File: src/source/softex_ctrl_pkg.sv
/* Softmax controller shared definitions */

`default_nettype none

package softex_ctrl_pkg;

    // Stream geometry
    localparam int unsigned DATA_WIDTH     = 128;
    localparam int unsigned BEAT_BYTES     = DATA_WIDTH / 8;   // 16-bit floats
    localparam int unsigned INT_BEAT_BYTES = BEAT_BYTES / 2;   // 8-bit integers take half a word
    localparam int unsigned NUM_LANES      = 4;
    localparam int unsigned LEN_W          = 28;

    // Parameter register map, one 32-bit word per index
    localparam int unsigned REG_ADDR_W = 2;

    localparam logic [REG_ADDR_W-1:0] REG_IN_ADDR  = 2'd0;
    localparam logic [REG_ADDR_W-1:0] REG_OUT_ADDR = 2'd1;
    localparam logic [REG_ADDR_W-1:0] REG_TOT_LEN  = 2'd2;   // Vector length in bytes
    localparam logic [REG_ADDR_W-1:0] REG_COMMANDS = 2'd3;

    // Bit positions inside the command word
    localparam int unsigned CMD_ACC_ONLY     = 0;
    localparam int unsigned CMD_DIV_ONLY     = 1;
    localparam int unsigned CMD_LAST         = 2;
    localparam int unsigned CMD_ACQUIRE_SLOT = 3;
    localparam int unsigned CMD_NO_OP        = 4;
    localparam int unsigned CMD_INT_INPUT    = 5;
    localparam int unsigned CMD_INT_OUTPUT   = 6;

    // The slot identifier occupies the upper half of the command word
    localparam int unsigned SLOT_ID_LSB = 16;

    typedef enum logic [1:0] {
        ALLOC,
        LOAD,
        UPDATE,
        FREE
    } slot_op_e;

    typedef enum logic [2:0] {
        IDLE,
        WAIT_SLOT_VALID,
        ACCUMULATION,
        WAIT_DATAPATH_EMPTY,
        WAIT_ACCUMULATION,
        WAIT_INVERSION,
        DIVIDING,
        FINISHED
    } ctrl_state_e;

endpackage

`default_nettype wire

File: src/source/softex_beat_counter.sv
/* Stream pass beat counter */

`timescale 1ns/1ps
`default_nettype none

module softex_beat_counter import softex_ctrl_pkg::*; (
    input  wire logic             clk_i,
    input  wire logic             rst_ni,
    input  wire logic             start_i,
    input  wire logic [LEN_W-1:0] len_i,
    input  wire logic             beat_i,
    output logic                  done_o
);

    logic             active_q;
    logic [LEN_W-1:0] cnt_q;   // Beats still expected in this pass

    always_ff @(posedge clk_i or negedge rst_ni) begin
        if (!rst_ni) begin
            active_q <= 1'b0;
            cnt_q    <= '0;
            done_o   <= 1'b0;
        end else begin
            done_o <= 1'b0;
            if (start_i) begin
                cnt_q <= len_i;
                if (len_i == '0) begin
                    done_o <= 1'b1;   // Empty pass ends right away
                end else begin
                    active_q <= 1'b1;
                end
            end else if (active_q && beat_i) begin
                cnt_q <= cnt_q - 1'b1;
                if (cnt_q == LEN_W'(1)) begin
                    active_q <= 1'b0;
                    done_o   <= 1'b1;
                end
            end
        end
    end

    // The controller never restarts a pass that is still running
    assert property (@(posedge clk_i) disable iff (!rst_ni)
        start_i |-> !active_q);

endmodule

`default_nettype wire

File: src/source/softex_cmd_regs.sv
/* Parameter registers and command decode */

`timescale 1ns/1ps
`default_nettype none

module softex_cmd_regs import softex_ctrl_pkg::*; (
    input  wire logic                  clk_i,
    input  wire logic                  rst_ni,
    input  wire logic                  reg_we_i,
    input  wire logic [REG_ADDR_W-1:0] reg_addr_i,
    input  wire logic [31:0]           reg_wdata_i,
    input  wire logic                  busy_i,
    output logic [31:0]                in_base_addr_o,
    output logic [31:0]                out_base_addr_o,
    output logic [31:0]                tot_len_o,
    output logic                       acc_only_o,
    output logic                       div_only_o,
    output logic                       last_o,
    output logic                       acquire_slot_o,
    output logic                       no_op_o,
    output logic                       int_input_o,
    output logic                       int_output_o,
    output logic [15:0]                slot_id_o,
    output logic                       slot_req_valid_o,
    output slot_op_e                   slot_req_op_o,
    output logic [15:0]                slot_req_addr_o,
    output logic                       dp_acc_only_o
);

    logic        wr_en;
    logic [31:0] cmd_q;

    assign wr_en = reg_we_i & ~busy_i;   // Parameters are frozen during a run

    always_ff @(posedge clk_i or negedge rst_ni) begin
        if (!rst_ni) begin
            in_base_addr_o  <= '0;
            out_base_addr_o <= '0;
            tot_len_o       <= '0;
            cmd_q           <= '0;
        end else if (wr_en) begin
            case (reg_addr_i)
                REG_IN_ADDR:  in_base_addr_o  <= reg_wdata_i;
                REG_OUT_ADDR: out_base_addr_o <= reg_wdata_i;
                REG_TOT_LEN:  tot_len_o       <= reg_wdata_i;
                default:      cmd_q           <= reg_wdata_i;
            endcase
        end
    end

    assign acc_only_o     = cmd_q[CMD_ACC_ONLY];      // Stop once the denominator is ready
    assign div_only_o     = cmd_q[CMD_DIV_ONLY];      // Normalise with max and denominator from the slot
    assign last_o         = cmd_q[CMD_LAST];
    assign acquire_slot_o = cmd_q[CMD_ACQUIRE_SLOT];  // First partial iteration of a new vector
    assign no_op_o        = cmd_q[CMD_NO_OP];
    assign int_input_o    = cmd_q[CMD_INT_INPUT];
    assign int_output_o   = cmd_q[CMD_INT_OUTPUT];
    assign slot_id_o      = cmd_q[SLOT_ID_LSB +: 16];

    // Lanes keep their partial sums un-inverted between partial accumulations
    assign dp_acc_only_o = acc_only_o & ~last_o;

    // The slot store is asked as soon as a partial command is written
    assign slot_req_valid_o = wr_en && (reg_addr_i == REG_COMMANDS) &&
                              (reg_wdata_i[CMD_ACC_ONLY] || reg_wdata_i[CMD_DIV_ONLY]);
    assign slot_req_op_o    = reg_wdata_i[CMD_ACQUIRE_SLOT] ? ALLOC : LOAD;
    assign slot_req_addr_o  = reg_wdata_i[SLOT_ID_LSB +: 16];

    // A partial command selects either accumulation or division, never both
    assert property (@(posedge clk_i) disable iff (!rst_ni)
        slot_req_valid_o |-> !(reg_wdata_i[CMD_ACC_ONLY] && reg_wdata_i[CMD_DIV_ONLY]));

endmodule

`default_nettype wire

File: src/source/softex_ctrl_fsm.sv
/* Softmax sequencing FSM */

`timescale 1ns/1ps
`default_nettype none

module softex_ctrl_fsm import softex_ctrl_pkg::*; (
    input  wire logic                 clk_i,
    input  wire logic                 rst_ni,
    input  wire logic                 start_i,
    input  wire logic                 acc_only_i,
    input  wire logic                 div_only_i,
    input  wire logic                 last_i,
    input  wire logic                 acquire_slot_i,
    input  wire logic                 no_op_i,
    input  wire logic [15:0]          slot_id_i,
    input  wire logic                 slot_valid_i,
    input  wire logic                 in_done_i,
    input  wire logic                 out_done_i,
    input  wire logic [NUM_LANES-1:0] lane_busy_i,
    input  wire logic [NUM_LANES-1:0] acc_pending_i,
    input  wire logic [NUM_LANES-1:0] inv_pending_i,
    output logic                      in_start_o,
    output logic                      out_start_o,
    output logic                      busy_o,
    output logic                      done_o,
    output logic                      dp_acc_finished_o,
    output logic                      dp_dividing_o,
    output logic                      dp_disable_max_o,
    output logic                      dp_clear_regs_o,
    output logic                      dp_load_max_o,
    output logic                      dp_load_denominator_o,
    output logic                      dp_load_reciprocal_o,
    output logic                      slot_update_valid_o,
    output slot_op_e                  slot_update_op_o,
    output logic [15:0]               slot_update_addr_o
);

    ctrl_state_e state_q, state_d;

    logic partial;
    logic launch;      // First pass begins this cycle
    logic load_slot;

    assign partial = acc_only_i | div_only_i;

    always_ff @(posedge clk_i or negedge rst_ni) begin
        if (!rst_ni) begin
            state_q <= IDLE;
        end else begin
            state_q <= state_d;
        end
    end

    always_comb begin
        state_d             = state_q;
        launch              = 1'b0;
        load_slot           = 1'b0;
        in_start_o          = 1'b0;
        out_start_o         = 1'b0;
        busy_o              = 1'b1;
        done_o              = 1'b0;
        dp_acc_finished_o   = 1'b0;
        dp_dividing_o       = 1'b0;
        dp_disable_max_o    = 1'b0;
        dp_clear_regs_o     = 1'b0;
        slot_update_valid_o = 1'b0;

        case (state_q)
            IDLE: begin
                busy_o = 1'b0;
                if (start_i) begin
                    if (no_op_i) begin
                        done_o = 1'b1;
                    end else if (partial && !slot_valid_i) begin
                        state_d = WAIT_SLOT_VALID;   // Slot store has not answered yet
                    end else begin
                        launch = 1'b1;
                    end
                end
            end
            WAIT_SLOT_VALID: launch = slot_valid_i;
            ACCUMULATION: begin
                if (in_done_i) state_d = WAIT_DATAPATH_EMPTY;
            end
            WAIT_DATAPATH_EMPTY: begin
                if (~|lane_busy_i) begin
                    state_d           = WAIT_ACCUMULATION;
                    dp_acc_finished_o = 1'b1;
                end
            end
            WAIT_ACCUMULATION: begin
                dp_acc_finished_o = 1'b1;
                dp_disable_max_o  = 1'b1;
                if (~|acc_pending_i) begin
                    if (acc_only_i && !last_i) begin
                        state_d = FINISHED;
                    end else begin
                        state_d = WAIT_INVERSION;
                        if (!acc_only_i) begin
                            // Second pass reads the input again and writes the output
                            dp_acc_finished_o = 1'b0;
                            in_start_o        = 1'b1;
                            out_start_o       = 1'b1;
                        end
                    end
                end
            end
            WAIT_INVERSION: begin
                dp_dividing_o    = 1'b1;
                dp_disable_max_o = 1'b1;
                if (~|inv_pending_i) state_d = acc_only_i ? FINISHED : DIVIDING;
            end
            DIVIDING: begin
                dp_dividing_o    = 1'b1;
                dp_disable_max_o = 1'b1;
                if (out_done_i) state_d = FINISHED;
            end
            default: begin   // FINISHED
                busy_o              = 1'b0;
                done_o              = 1'b1;
                dp_clear_regs_o     = 1'b1;
                slot_update_valid_o = acc_only_i | (div_only_i & last_i);
                state_d             = IDLE;
            end
        endcase

        if (launch) begin
            in_start_o  = 1'b1;
            out_start_o = div_only_i;   // Divide-only reads and writes together
            state_d     = div_only_i ? DIVIDING : ACCUMULATION;
            load_slot   = partial & ~acquire_slot_i;
        end
    end

    // Lanes restore their state from the slot unless it was just allocated
    assign dp_load_max_o         = load_slot;
    assign dp_load_denominator_o = load_slot & acc_only_i;
    assign dp_load_reciprocal_o  = load_slot & ~acc_only_i;

    assign slot_update_op_o   = (last_i && div_only_i) ? FREE : UPDATE;
    assign slot_update_addr_o = slot_id_i;

    // The end of the output pass is only taken while dividing, a pulse elsewhere is lost
    assert property (@(posedge clk_i) disable iff (!rst_ni)
        out_done_i |-> (state_q == DIVIDING));

endmodule

`default_nettype wire

File: src/source/softex_ctrl_top.sv
/* Softmax controller top level */

`timescale 1ns/1ps
`default_nettype none

module softex_ctrl_top import softex_ctrl_pkg::*; (
    input  wire logic                  clk_i,
    input  wire logic                  rst_ni,
    input  wire logic                  reg_we_i,
    input  wire logic [REG_ADDR_W-1:0] reg_addr_i,
    input  wire logic [31:0]           reg_wdata_i,
    input  wire logic                  start_i,
    input  wire logic                  slot_valid_i,
    input  wire logic                  in_beat_i,
    input  wire logic                  out_beat_i,
    input  wire logic [NUM_LANES-1:0]  lane_busy_i,
    input  wire logic [NUM_LANES-1:0]  acc_pending_i,
    input  wire logic [NUM_LANES-1:0]  inv_pending_i,
    output logic                       busy_o,
    output logic                       done_o,
    output logic                       in_start_o,
    output logic                       out_start_o,
    output logic [31:0]                in_base_addr_o,
    output logic [31:0]                out_base_addr_o,
    output logic [LEN_W-1:0]           in_len_o,
    output logic [LEN_W-1:0]           out_len_o,
    output logic [7:0]                 in_stride_o,
    output logic [7:0]                 out_stride_o,
    output logic                       slot_req_valid_o,
    output slot_op_e                   slot_req_op_o,
    output logic [15:0]                slot_req_addr_o,
    output logic                       slot_update_valid_o,
    output slot_op_e                   slot_update_op_o,
    output logic [15:0]                slot_update_addr_o,
    output logic                       dp_acc_only_o,
    output logic                       dp_acc_finished_o,
    output logic                       dp_dividing_o,
    output logic                       dp_disable_max_o,
    output logic                       dp_clear_regs_o,
    output logic                       dp_load_max_o,
    output logic                       dp_load_denominator_o,
    output logic                       dp_load_reciprocal_o
);

    logic [31:0] tot_len;
    logic        acc_only, div_only, last, acquire_slot, no_op;
    logic        int_input, int_output;
    logic [15:0] slot_id;
    logic        in_done, out_done;

    softex_cmd_regs u_cmd_regs (
        .clk_i, .rst_ni, .reg_we_i, .reg_addr_i, .reg_wdata_i,
        .busy_i          (busy_o),
        .in_base_addr_o, .out_base_addr_o,
        .tot_len_o       (tot_len),
        .acc_only_o      (acc_only),
        .div_only_o      (div_only),
        .last_o          (last),
        .acquire_slot_o  (acquire_slot),
        .no_op_o         (no_op),
        .int_input_o     (int_input),
        .int_output_o    (int_output),
        .slot_id_o       (slot_id),
        .slot_req_valid_o, .slot_req_op_o, .slot_req_addr_o, .dp_acc_only_o
    );

    softex_stream_cfg u_stream_cfg (
        .tot_len_i    (tot_len),
        .int_input_i  (int_input),
        .int_output_i (int_output),
        .in_len_o, .out_len_o, .in_stride_o, .out_stride_o
    );

    softex_beat_counter u_in_counter (
        .clk_i, .rst_ni,
        .start_i (in_start_o),
        .len_i   (in_len_o),
        .beat_i  (in_beat_i),
        .done_o  (in_done)
    );

    softex_beat_counter u_out_counter (
        .clk_i, .rst_ni,
        .start_i (out_start_o),
        .len_i   (out_len_o),
        .beat_i  (out_beat_i),
        .done_o  (out_done)
    );

    softex_ctrl_fsm u_fsm (
        .clk_i, .rst_ni, .start_i,
        .acc_only_i     (acc_only),
        .div_only_i     (div_only),
        .last_i         (last),
        .acquire_slot_i (acquire_slot),
        .no_op_i        (no_op),
        .slot_id_i      (slot_id),
        .slot_valid_i,
        .in_done_i      (in_done),
        .out_done_i     (out_done),
        .lane_busy_i, .acc_pending_i, .inv_pending_i,
        .in_start_o, .out_start_o, .busy_o, .done_o,
        .dp_acc_finished_o, .dp_dividing_o, .dp_disable_max_o, .dp_clear_regs_o,
        .dp_load_max_o, .dp_load_denominator_o, .dp_load_reciprocal_o,
        .slot_update_valid_o, .slot_update_op_o, .slot_update_addr_o
    );

endmodule

`default_nettype wire

File: src/source/softex_stream_cfg.sv
/* Stream length and stride setup */

`timescale 1ns/1ps
`default_nettype none

module softex_stream_cfg import softex_ctrl_pkg::*; (
    input  wire logic [31:0] tot_len_i,
    input  wire logic        int_input_i,
    input  wire logic        int_output_i,
    output logic [LEN_W-1:0] in_len_o,
    output logic [LEN_W-1:0] out_len_o,
    output logic [7:0]       in_stride_o,
    output logic [7:0]       out_stride_o
);

    localparam int unsigned FLT_SHIFT = $clog2(BEAT_BYTES);
    localparam int unsigned INT_SHIFT = $clog2(INT_BEAT_BYTES);

    // Beats needed for a byte length, a partial last word counts as one
    function automatic logic [LEN_W-1:0] beats_f(input logic [31:0] len_bytes,
                                                 input logic        is_int);
        logic [31:0] quot;
        logic        rem;
        if (is_int) begin
            quot = len_bytes >> INT_SHIFT;
            rem  = |len_bytes[INT_SHIFT-1:0];
        end else begin
            quot = len_bytes >> FLT_SHIFT;
            rem  = |len_bytes[FLT_SHIFT-1:0];
        end
        return quot[LEN_W-1:0] + LEN_W'(rem);
    endfunction

    function automatic logic [7:0] stride_f(input logic is_int);
        return is_int ? 8'(INT_BEAT_BYTES) : 8'(BEAT_BYTES);
    endfunction

    assign in_len_o     = beats_f(tot_len_i, int_input_i);
    assign out_len_o    = beats_f(tot_len_i, int_output_i);
    assign in_stride_o  = stride_f(int_input_i);    // Words are packed back to back
    assign out_stride_o = stride_f(int_output_i);

endmodule

`default_nettype wire
File: config.mk
export PLATFORM = sky130hd
export DESIGN_NAME = softex_ctrl_top
export DESIGN_NICKNAME = d
export VERILOG_FILES = /design/src/source/softex_ctrl_pkg.sv /design/src/source/softex_beat_counter.sv /design/src/source/softex_cmd_regs.sv /design/src/source/softex_ctrl_fsm.sv /design/src/source/softex_ctrl_top.sv /design/src/source/softex_stream_cfg.sv
export SDC_FILE = /design/constraint.sdc
export NUM_CORES = 1
export LEC_CHECK = 0
export BUFFER_PORTS_ARGS = -buffer_cell sky130_fd_sc_hd__buf_2
export CAP_MARGIN = 20
export CORE_ASPECT_RATIO = 0.9
export CORE_MARGIN = 5
export CORE_UTILIZATION = 56
export DETAILED_ROUTE_END_ITERATION = 6
export PLACE_DENSITY_LB_ADDON = 0.2
export SLEW_MARGIN = 20
export SYNTH_ARGS = -nofsm -noshare
export SYNTH_HDL_FRONTEND = slang
export SYNTH_SLANG_ARGS = --single-unit
File: constraint.sdc
create_clock -name clk_i -period 6.9 [get_ports clk_i]
set_clock_uncertainty 0.1 [all_clocks]
set_input_delay 1.38 -clock clk_i [delete_from_list [all_inputs] [get_ports clk_i]]
set_output_delay 1.38 -clock clk_i [all_outputs]
set_load 0.01 [all_outputs]
== Yosys cells after proc, flatten, opt, wreduce, memory -nomap -nowiden ==
Cells that the tools add are included.
Storage, ports and cells
  register bits: 191
  input port bits: 53
  output and inout bits: 186
  logic and storage cells: 150
Cells by class
  add/sub/neg operators: 4
  equal/unequal tests: 22
  mux-type cells: 65
  bitwise gates (word level): 13
  reduce and logical (&&, ||, !) cells: 35
Operators by type and width (number)
  $mux W28: 6
  $add A28 B1 Y28: 2
  $eq A28 B1 Y1 const B: 2
  $logic_not A28 Y1: 2
  $sub A28 B1 Y28 const B: 2
  $mux W1: 42
  $mux W3: 10
  $ne A3 B2 Y1 const B: 7
  $pmux W3 S7: 1
  $reduce_or A4 Y1: 4
  $mux W5: 2
  $eq A3 B3 Y1 const B: 3
  $reduce_and A9 Y1: 1
  $reduce_or A3 Y1: 3
  $reduce_and A2 Y1: 4
  $reduce_bool A2 Y1: 4
  $logic_and A1 B1 Y1: 7
  $reduce_or A7 Y1: 1
  $and A1 B1 Y1: 6
  $eq A3 B2 Y1 const B: 2
  $pmux W1 S2: 3
  $reduce_and A3 Y1: 2
  $reduce_or A6 Y1: 1
  $not A1 Y1: 5
  other kinds (13): 17

== Logic depth before layout (Yosys ltp) ==
  depth after elaboration: 9
  gate-level depth with buffers: 19
  depth with buffers taken out: 12

== Modules after synthesis ==
Synthesis repeated with hierarchy kept, for this count alone.
Unflattened totals
  cells, all modules: 1163
  area total of the unflattened synthesis: 11659.9 µm²
Modules (own cells, without submodules)
  softex_cmd_regs: instances 1, cells each 277, area each 4647.0 µm², seq. area each 2977.9 µm²
  softex_beat_counter: instances 2, cells each 203, area each 1848.0 µm², seq. area each 750.7 µm²
  softex_stream_cfg: instances 1, cells each 393, area each 2646.3 µm², seq. area each 0.0 µm²
  softex_ctrl_fsm: instances 1, cells each 87, area each 670.6 µm², seq. area each 75.1 µm²

== Worst setup path before layout ==
No wires, ideal clock.
  path kind: reg2out
  start: register u_cmd_regs.cmd_q[6]
  end: output port out_len_o[24]
  arrival: 4.281 ns
  data required time: 5.420 ns
  setup slack: 1.139 ns
  cell stages (with the launch flop): 17
  path buffers: 7
  cell sequence: dfrtp_1 -> buf_2 -> buf_2 -> buf_2 -> buf_1 -> clkbuf_1 -> clkbuf_1 -> nand2_1 -> o21ai_0 -> ha_1 -> ha_1 -> nand4_1 -> or4_1 -> clkbuf_1 -> nor4_1 -> mux2i_1 -> a21o_1
Between the ends
  word-level cells in the longest chain between the ends: 2
  elaborated cells on any way between the ends: 3
  classes of those cells: add/sub: 1; mux: 2
Ends and longest elaborated chain
  start: declaration: RTL line softex_cmd_regs.sv:31  | logic [31:0] cmd_q;
  start signal: assignment: RTL line softex_cmd_regs.sv:46  | default: cmd_q <= reg_wdata_i;
  $mux W28 / $mux W1 (equally long branches): RTL line softex_stream_cfg.sv:24  | if (is_int) begin
  $add A28 B1 Y28 (*): RTL line softex_stream_cfg.sv:31  | return quot[LEN_W-1:0] + LEN_W'(rem);
  end: declaration: RTL line softex_ctrl_top.sv:26  | output logic [LEN_W-1:0] out_len_o,
Every way passes the cells marked *; elsewhere a longest branch is shown, timed or not.

== Worst setup path in the final report ==
  start: register u_cmd_regs.tot_len_o[4]
  end: output port out_len_o[26]
Between the ends
  word-level cells in the longest chain between the ends: 2
Ends and longest elaborated chain
  start: declaration: RTL line softex_cmd_regs.sv:15  | output logic [31:0] tot_len_o,
  start signal: assignment: RTL line softex_cmd_regs.sv:45  | REG_TOT_LEN: tot_len_o <= reg_wdata_i;
  $mux W28: RTL line softex_stream_cfg.sv:24
  $add A28 B1 Y28: RTL line softex_stream_cfg.sv:31
Every way passes these cells.

==> flow_metrics.py <==
metrics = {
    "floorplan": {
        "start_util": 0.573,
        "chipHeight_um": 146,
        "pin_count": 239,
        "die_w_um": 161,
        "fp-row-count": 49,
        "design.core.area_mm2": 0.0202,
        "dieArea_mm2": 0.0236,
    },
    "route": {
        "drt_wl_total_um": 34200,
        "ant_nets": 0,
        "drc_errors": 1,
        "routedWlPerCell_um": 20.8,
        "drt_iter0_drc": 975,
        "post_drt_via_cell_ratio": 6.17,
        "drt_first_pass_iters": 7,
        "num_vias": 10200,
    },
    "global_route": {
        "grt_max_degree": 71,
        "antenna_found_initial": 0,
        "grt_first_pass_wirelength_um": 55000,
        "gr-total-overflow": 0,
        "grt_pass1_vias": 10000,
        "grt_util_all_layers": 0.286,
    },
    "critical_path": {
        "cp_max_fo": 11,
        "reg2reg_from": "u_cmd_regs.tot_len_o[1]",
        "cpMostUsedCell": "ha_1",
        "critical-path-max-stage-delay_ns": 0.74,
        "worstPathCellList": "inv_1 -> o21ai_0 -> ha_1 -> ha_1 -> nand4_1 -> or4_1 -> nor3_1 -> nand3_1 -> xor2_1 -> buf_2",
        "rrSetupSlack_ns": 2.23,
        "critPathRequiredTime_ns": 5.42,
        "crit_arrival_ns": 3.92,
        "rr_worst_depth": 12,
        "crit_type": "reg2out",
        "endpoint_kind": "primary output",
        "crit_path_top_delay_cell": "or4_1",
        "critPathLaunchType": "register",
        "r2r_end": "u_in_counter.done_o",
    },
    "yosys": {
        "yosys_warnings": 0,
        "syn-cell-area_mm2": 0.0116,
        "ys_seq_elements": 182,
        "yosysSeqAreaShare": 0.394,
        "yosysTopAreaCell": "dfrtp_1",
        "synth.top_cells.by_count": "dfrtp_1 (182), mux2_2 (129), nand2_1 (121)",
        "ys.flop_type": "dfrtp_1",
        "synth-edff-count": 0,
        "synth_cell_types": 70,
        "yosys.area.top_type_share": 0.394,
        "avgSynthCellArea_um2": 9.42,
        "synthArstFlopShare": 1.00,
        "synth_area_leaders": "dfrtp_1 (39%), mux2_2 (13%), xnor2_1 (4.5%), mux2i_1 (4.3%), nand2_1 (3.9%)",
        "synth_cells": 1227,
        "synth.most_common_cell": "dfrtp_1",
    },
    "flow_run": {
        "drv_cap": 0,
    },
    "hold_path": {
        "min_to": "u_cmd_regs.out_base_addr_o[3]",
        "min_path_type": "reg2reg",
        "hp-start": "u_cmd_regs.out_base_addr_o[3]",
        "holdPathStages": 2,
    },
    "timing": {
        "timing.fmax_mhz": 185,
        "rsz0062_at_grt": "false",
        "hold_viol": 0,
        "timing.slew.headroom": 0.324,
        "whs_ns": 0.400,
        "final.setup.tns_ns": 0,
        "fin_crit_ns": 5.40,
        "worst_pin_slew_ns": 1.01,
        "slew_violations": 0,
        "setup_viol": 0,
        "min_period_over_period": 0.782,
        "fin_ws_ns": 1.50,
    },
    "clock_network": {
        "postCtsResizedCells": 0,
        "cts_buffers": 17,
        "cts_hold_buf": 0,
        "clockBufferDepth": 2,
        "cts_root_buf": "clkbuf_16",
        "cts_sinks": 182,
        "clkSlewWorstSetupHoldPaths_ns": 0.08,
        "cts.htree.levels": 4,
        "cts_setup_buffers": 0,
        "clock_latency_ns": 0.45,
        "cts_tree": "done",
    },
    "placed_design": {
        "hpwl_um": 25000,
        "gp_congestion": 0.975,
        "pre_cts_slack_ns": 2.03,
        "io_buffer_count": 224,
    },
    "status": {
        "violations": "design-rule violations",
        "status": "complete, but fails checks",
    },
    "finish": {
        "fillers": 1674,
        "drive_gt1_frac": 0.298,
        "area_growth_pct": 14.3,
        "antenna_cells": 0,
        "multi_input_area_mm2": 0.00637,
        "nets": 1440,
        "seq_area_mm2": 0.00456,
    },
    "power": {
        "peakVddDrop_v": 0.000293,
        "power.density_mw_per_mm2": 507,
        "leakage_nw": 5.80,
    },
}
## worst max-delay path by stage
stage	startpoint	endpoint	slack, ns
2_1_floorplan	u_cmd_regs.cmd_q[6]	out_len_o[24]	1.14
3_3_place_gp	u_cmd_regs.tot_len_o[4]	out_len_o[26]	2.16
3_5_place_dp	u_cmd_regs.tot_len_o[4]	out_len_o[26]	2.03
4_1_cts	u_cmd_regs.tot_len_o[4]	out_len_o[26]	1.54
5_1_grt	u_cmd_regs.tot_len_o[4]	out_len_o[26]	1.26
6_report	u_cmd_regs.tot_len_o[4]	out_len_o[26]	1.50
## metal layers
metal,routed length (µm),vias up,track usage
met1,14600,4956,0.401
met3,3360,61,0.0755
li1,-,4650,-
met5,0,-,0
met4,701,0,0.0810
met2,15600,495,0.442
## state kept, by name (all words and copies together) (netlist names)
signal and count:
u_in_counter.active_q 1, u_out_counter.done_o 1, u_in_counter.cnt_q 28, u_fsm.state_q 3
u_cmd_regs.in_base_addr_o 32, u_out_counter.cnt_q 28, u_cmd_regs.cmd_q 23, u_cmd_regs.tot_len_o 32
u_out_counter.active_q 1, u_cmd_regs.out_base_addr_o 32, u_in_counter.done_o 1
## per-stage QoR
stage                     instances  cell area [µm²]  power, mW  utilization
after global routing           1647            13200       7.13        0.655
after global placement         1615            12600       5.54        0.624
after detailed placement       1615            12600       5.62        0.624
after CTS                      1647            13200       6.68        0.655
after floorplan                1239            11600       4.37            -
final                          1647            13200       6.69        0.655
## area by class of cell
cell class,instances,share of cell area
clock buffer,17,0.0322
clock inverter,15,0.0150
inverter,33,0.00938
multi-input combinational,909,0.482
sequential,182,0.345
tap,255,0.0242
timing repair buffer,236,0.0922
## logic make-up after synthesis
group,count (synthesis),synth area share
compound gates,177,0.0990
xor+xnor,103,0.0781
fa+ha+maj,8,0.00866
buf+inv,148,0.0603
flops,182,0.394
mux,179,0.169
other cells,2,0.000650
simple gates,428,0.190
## critical path: cells and delay by family, from the launching register on
| kind | cells | cell delay (ns) |
|---|---|---|
| AND/OR/NAND/NOR | 4 | 1.50 |
| AO/OA/AOI/OAI | 1 | 0.20 |
| buffers and inverters | 2 | 0.36 |
| adder cells (fa/ha/maj) | 2 | 0.57 |
| XOR/XNOR | 1 | 0.30 |
| flip-flops | 1 | 0.53 |
## where the power goes
part	switching (mW)	internal (mW)	total, mW	leakage, nW
Combinational	1.85	1.45	3.31	3.25
Clock	0.539	0.502	1.04	0.297
Sequential	0.780	1.57	2.35	2.25
Total	3.17	3.52	6.69	5.80
## cells in the final DEF (no fill, tap or decap), types with 7 or more instances in the layout
cell type,instances
a2111oi_0,7
a21oi_1,28
a31oi_1,7
and2_1,12
and3_1,12
buf_2,223
buf_4,12
clkbuf_16,17
conb_1,14
dfrtp_1,180
ha_1,8
inv_1,33
mux2_2,129
mux2i_1,50
nand2_1,121
nand2b_1,9
nand3_1,45
nand4_1,25
nor2_1,62
nor2b_1,17
nor3_1,36
nor4_1,34
o21ai_0,71
or3_1,12
or4_1,13
xnor2_1,60
xor2_1,43
Power figures use the tool's default switching activity.
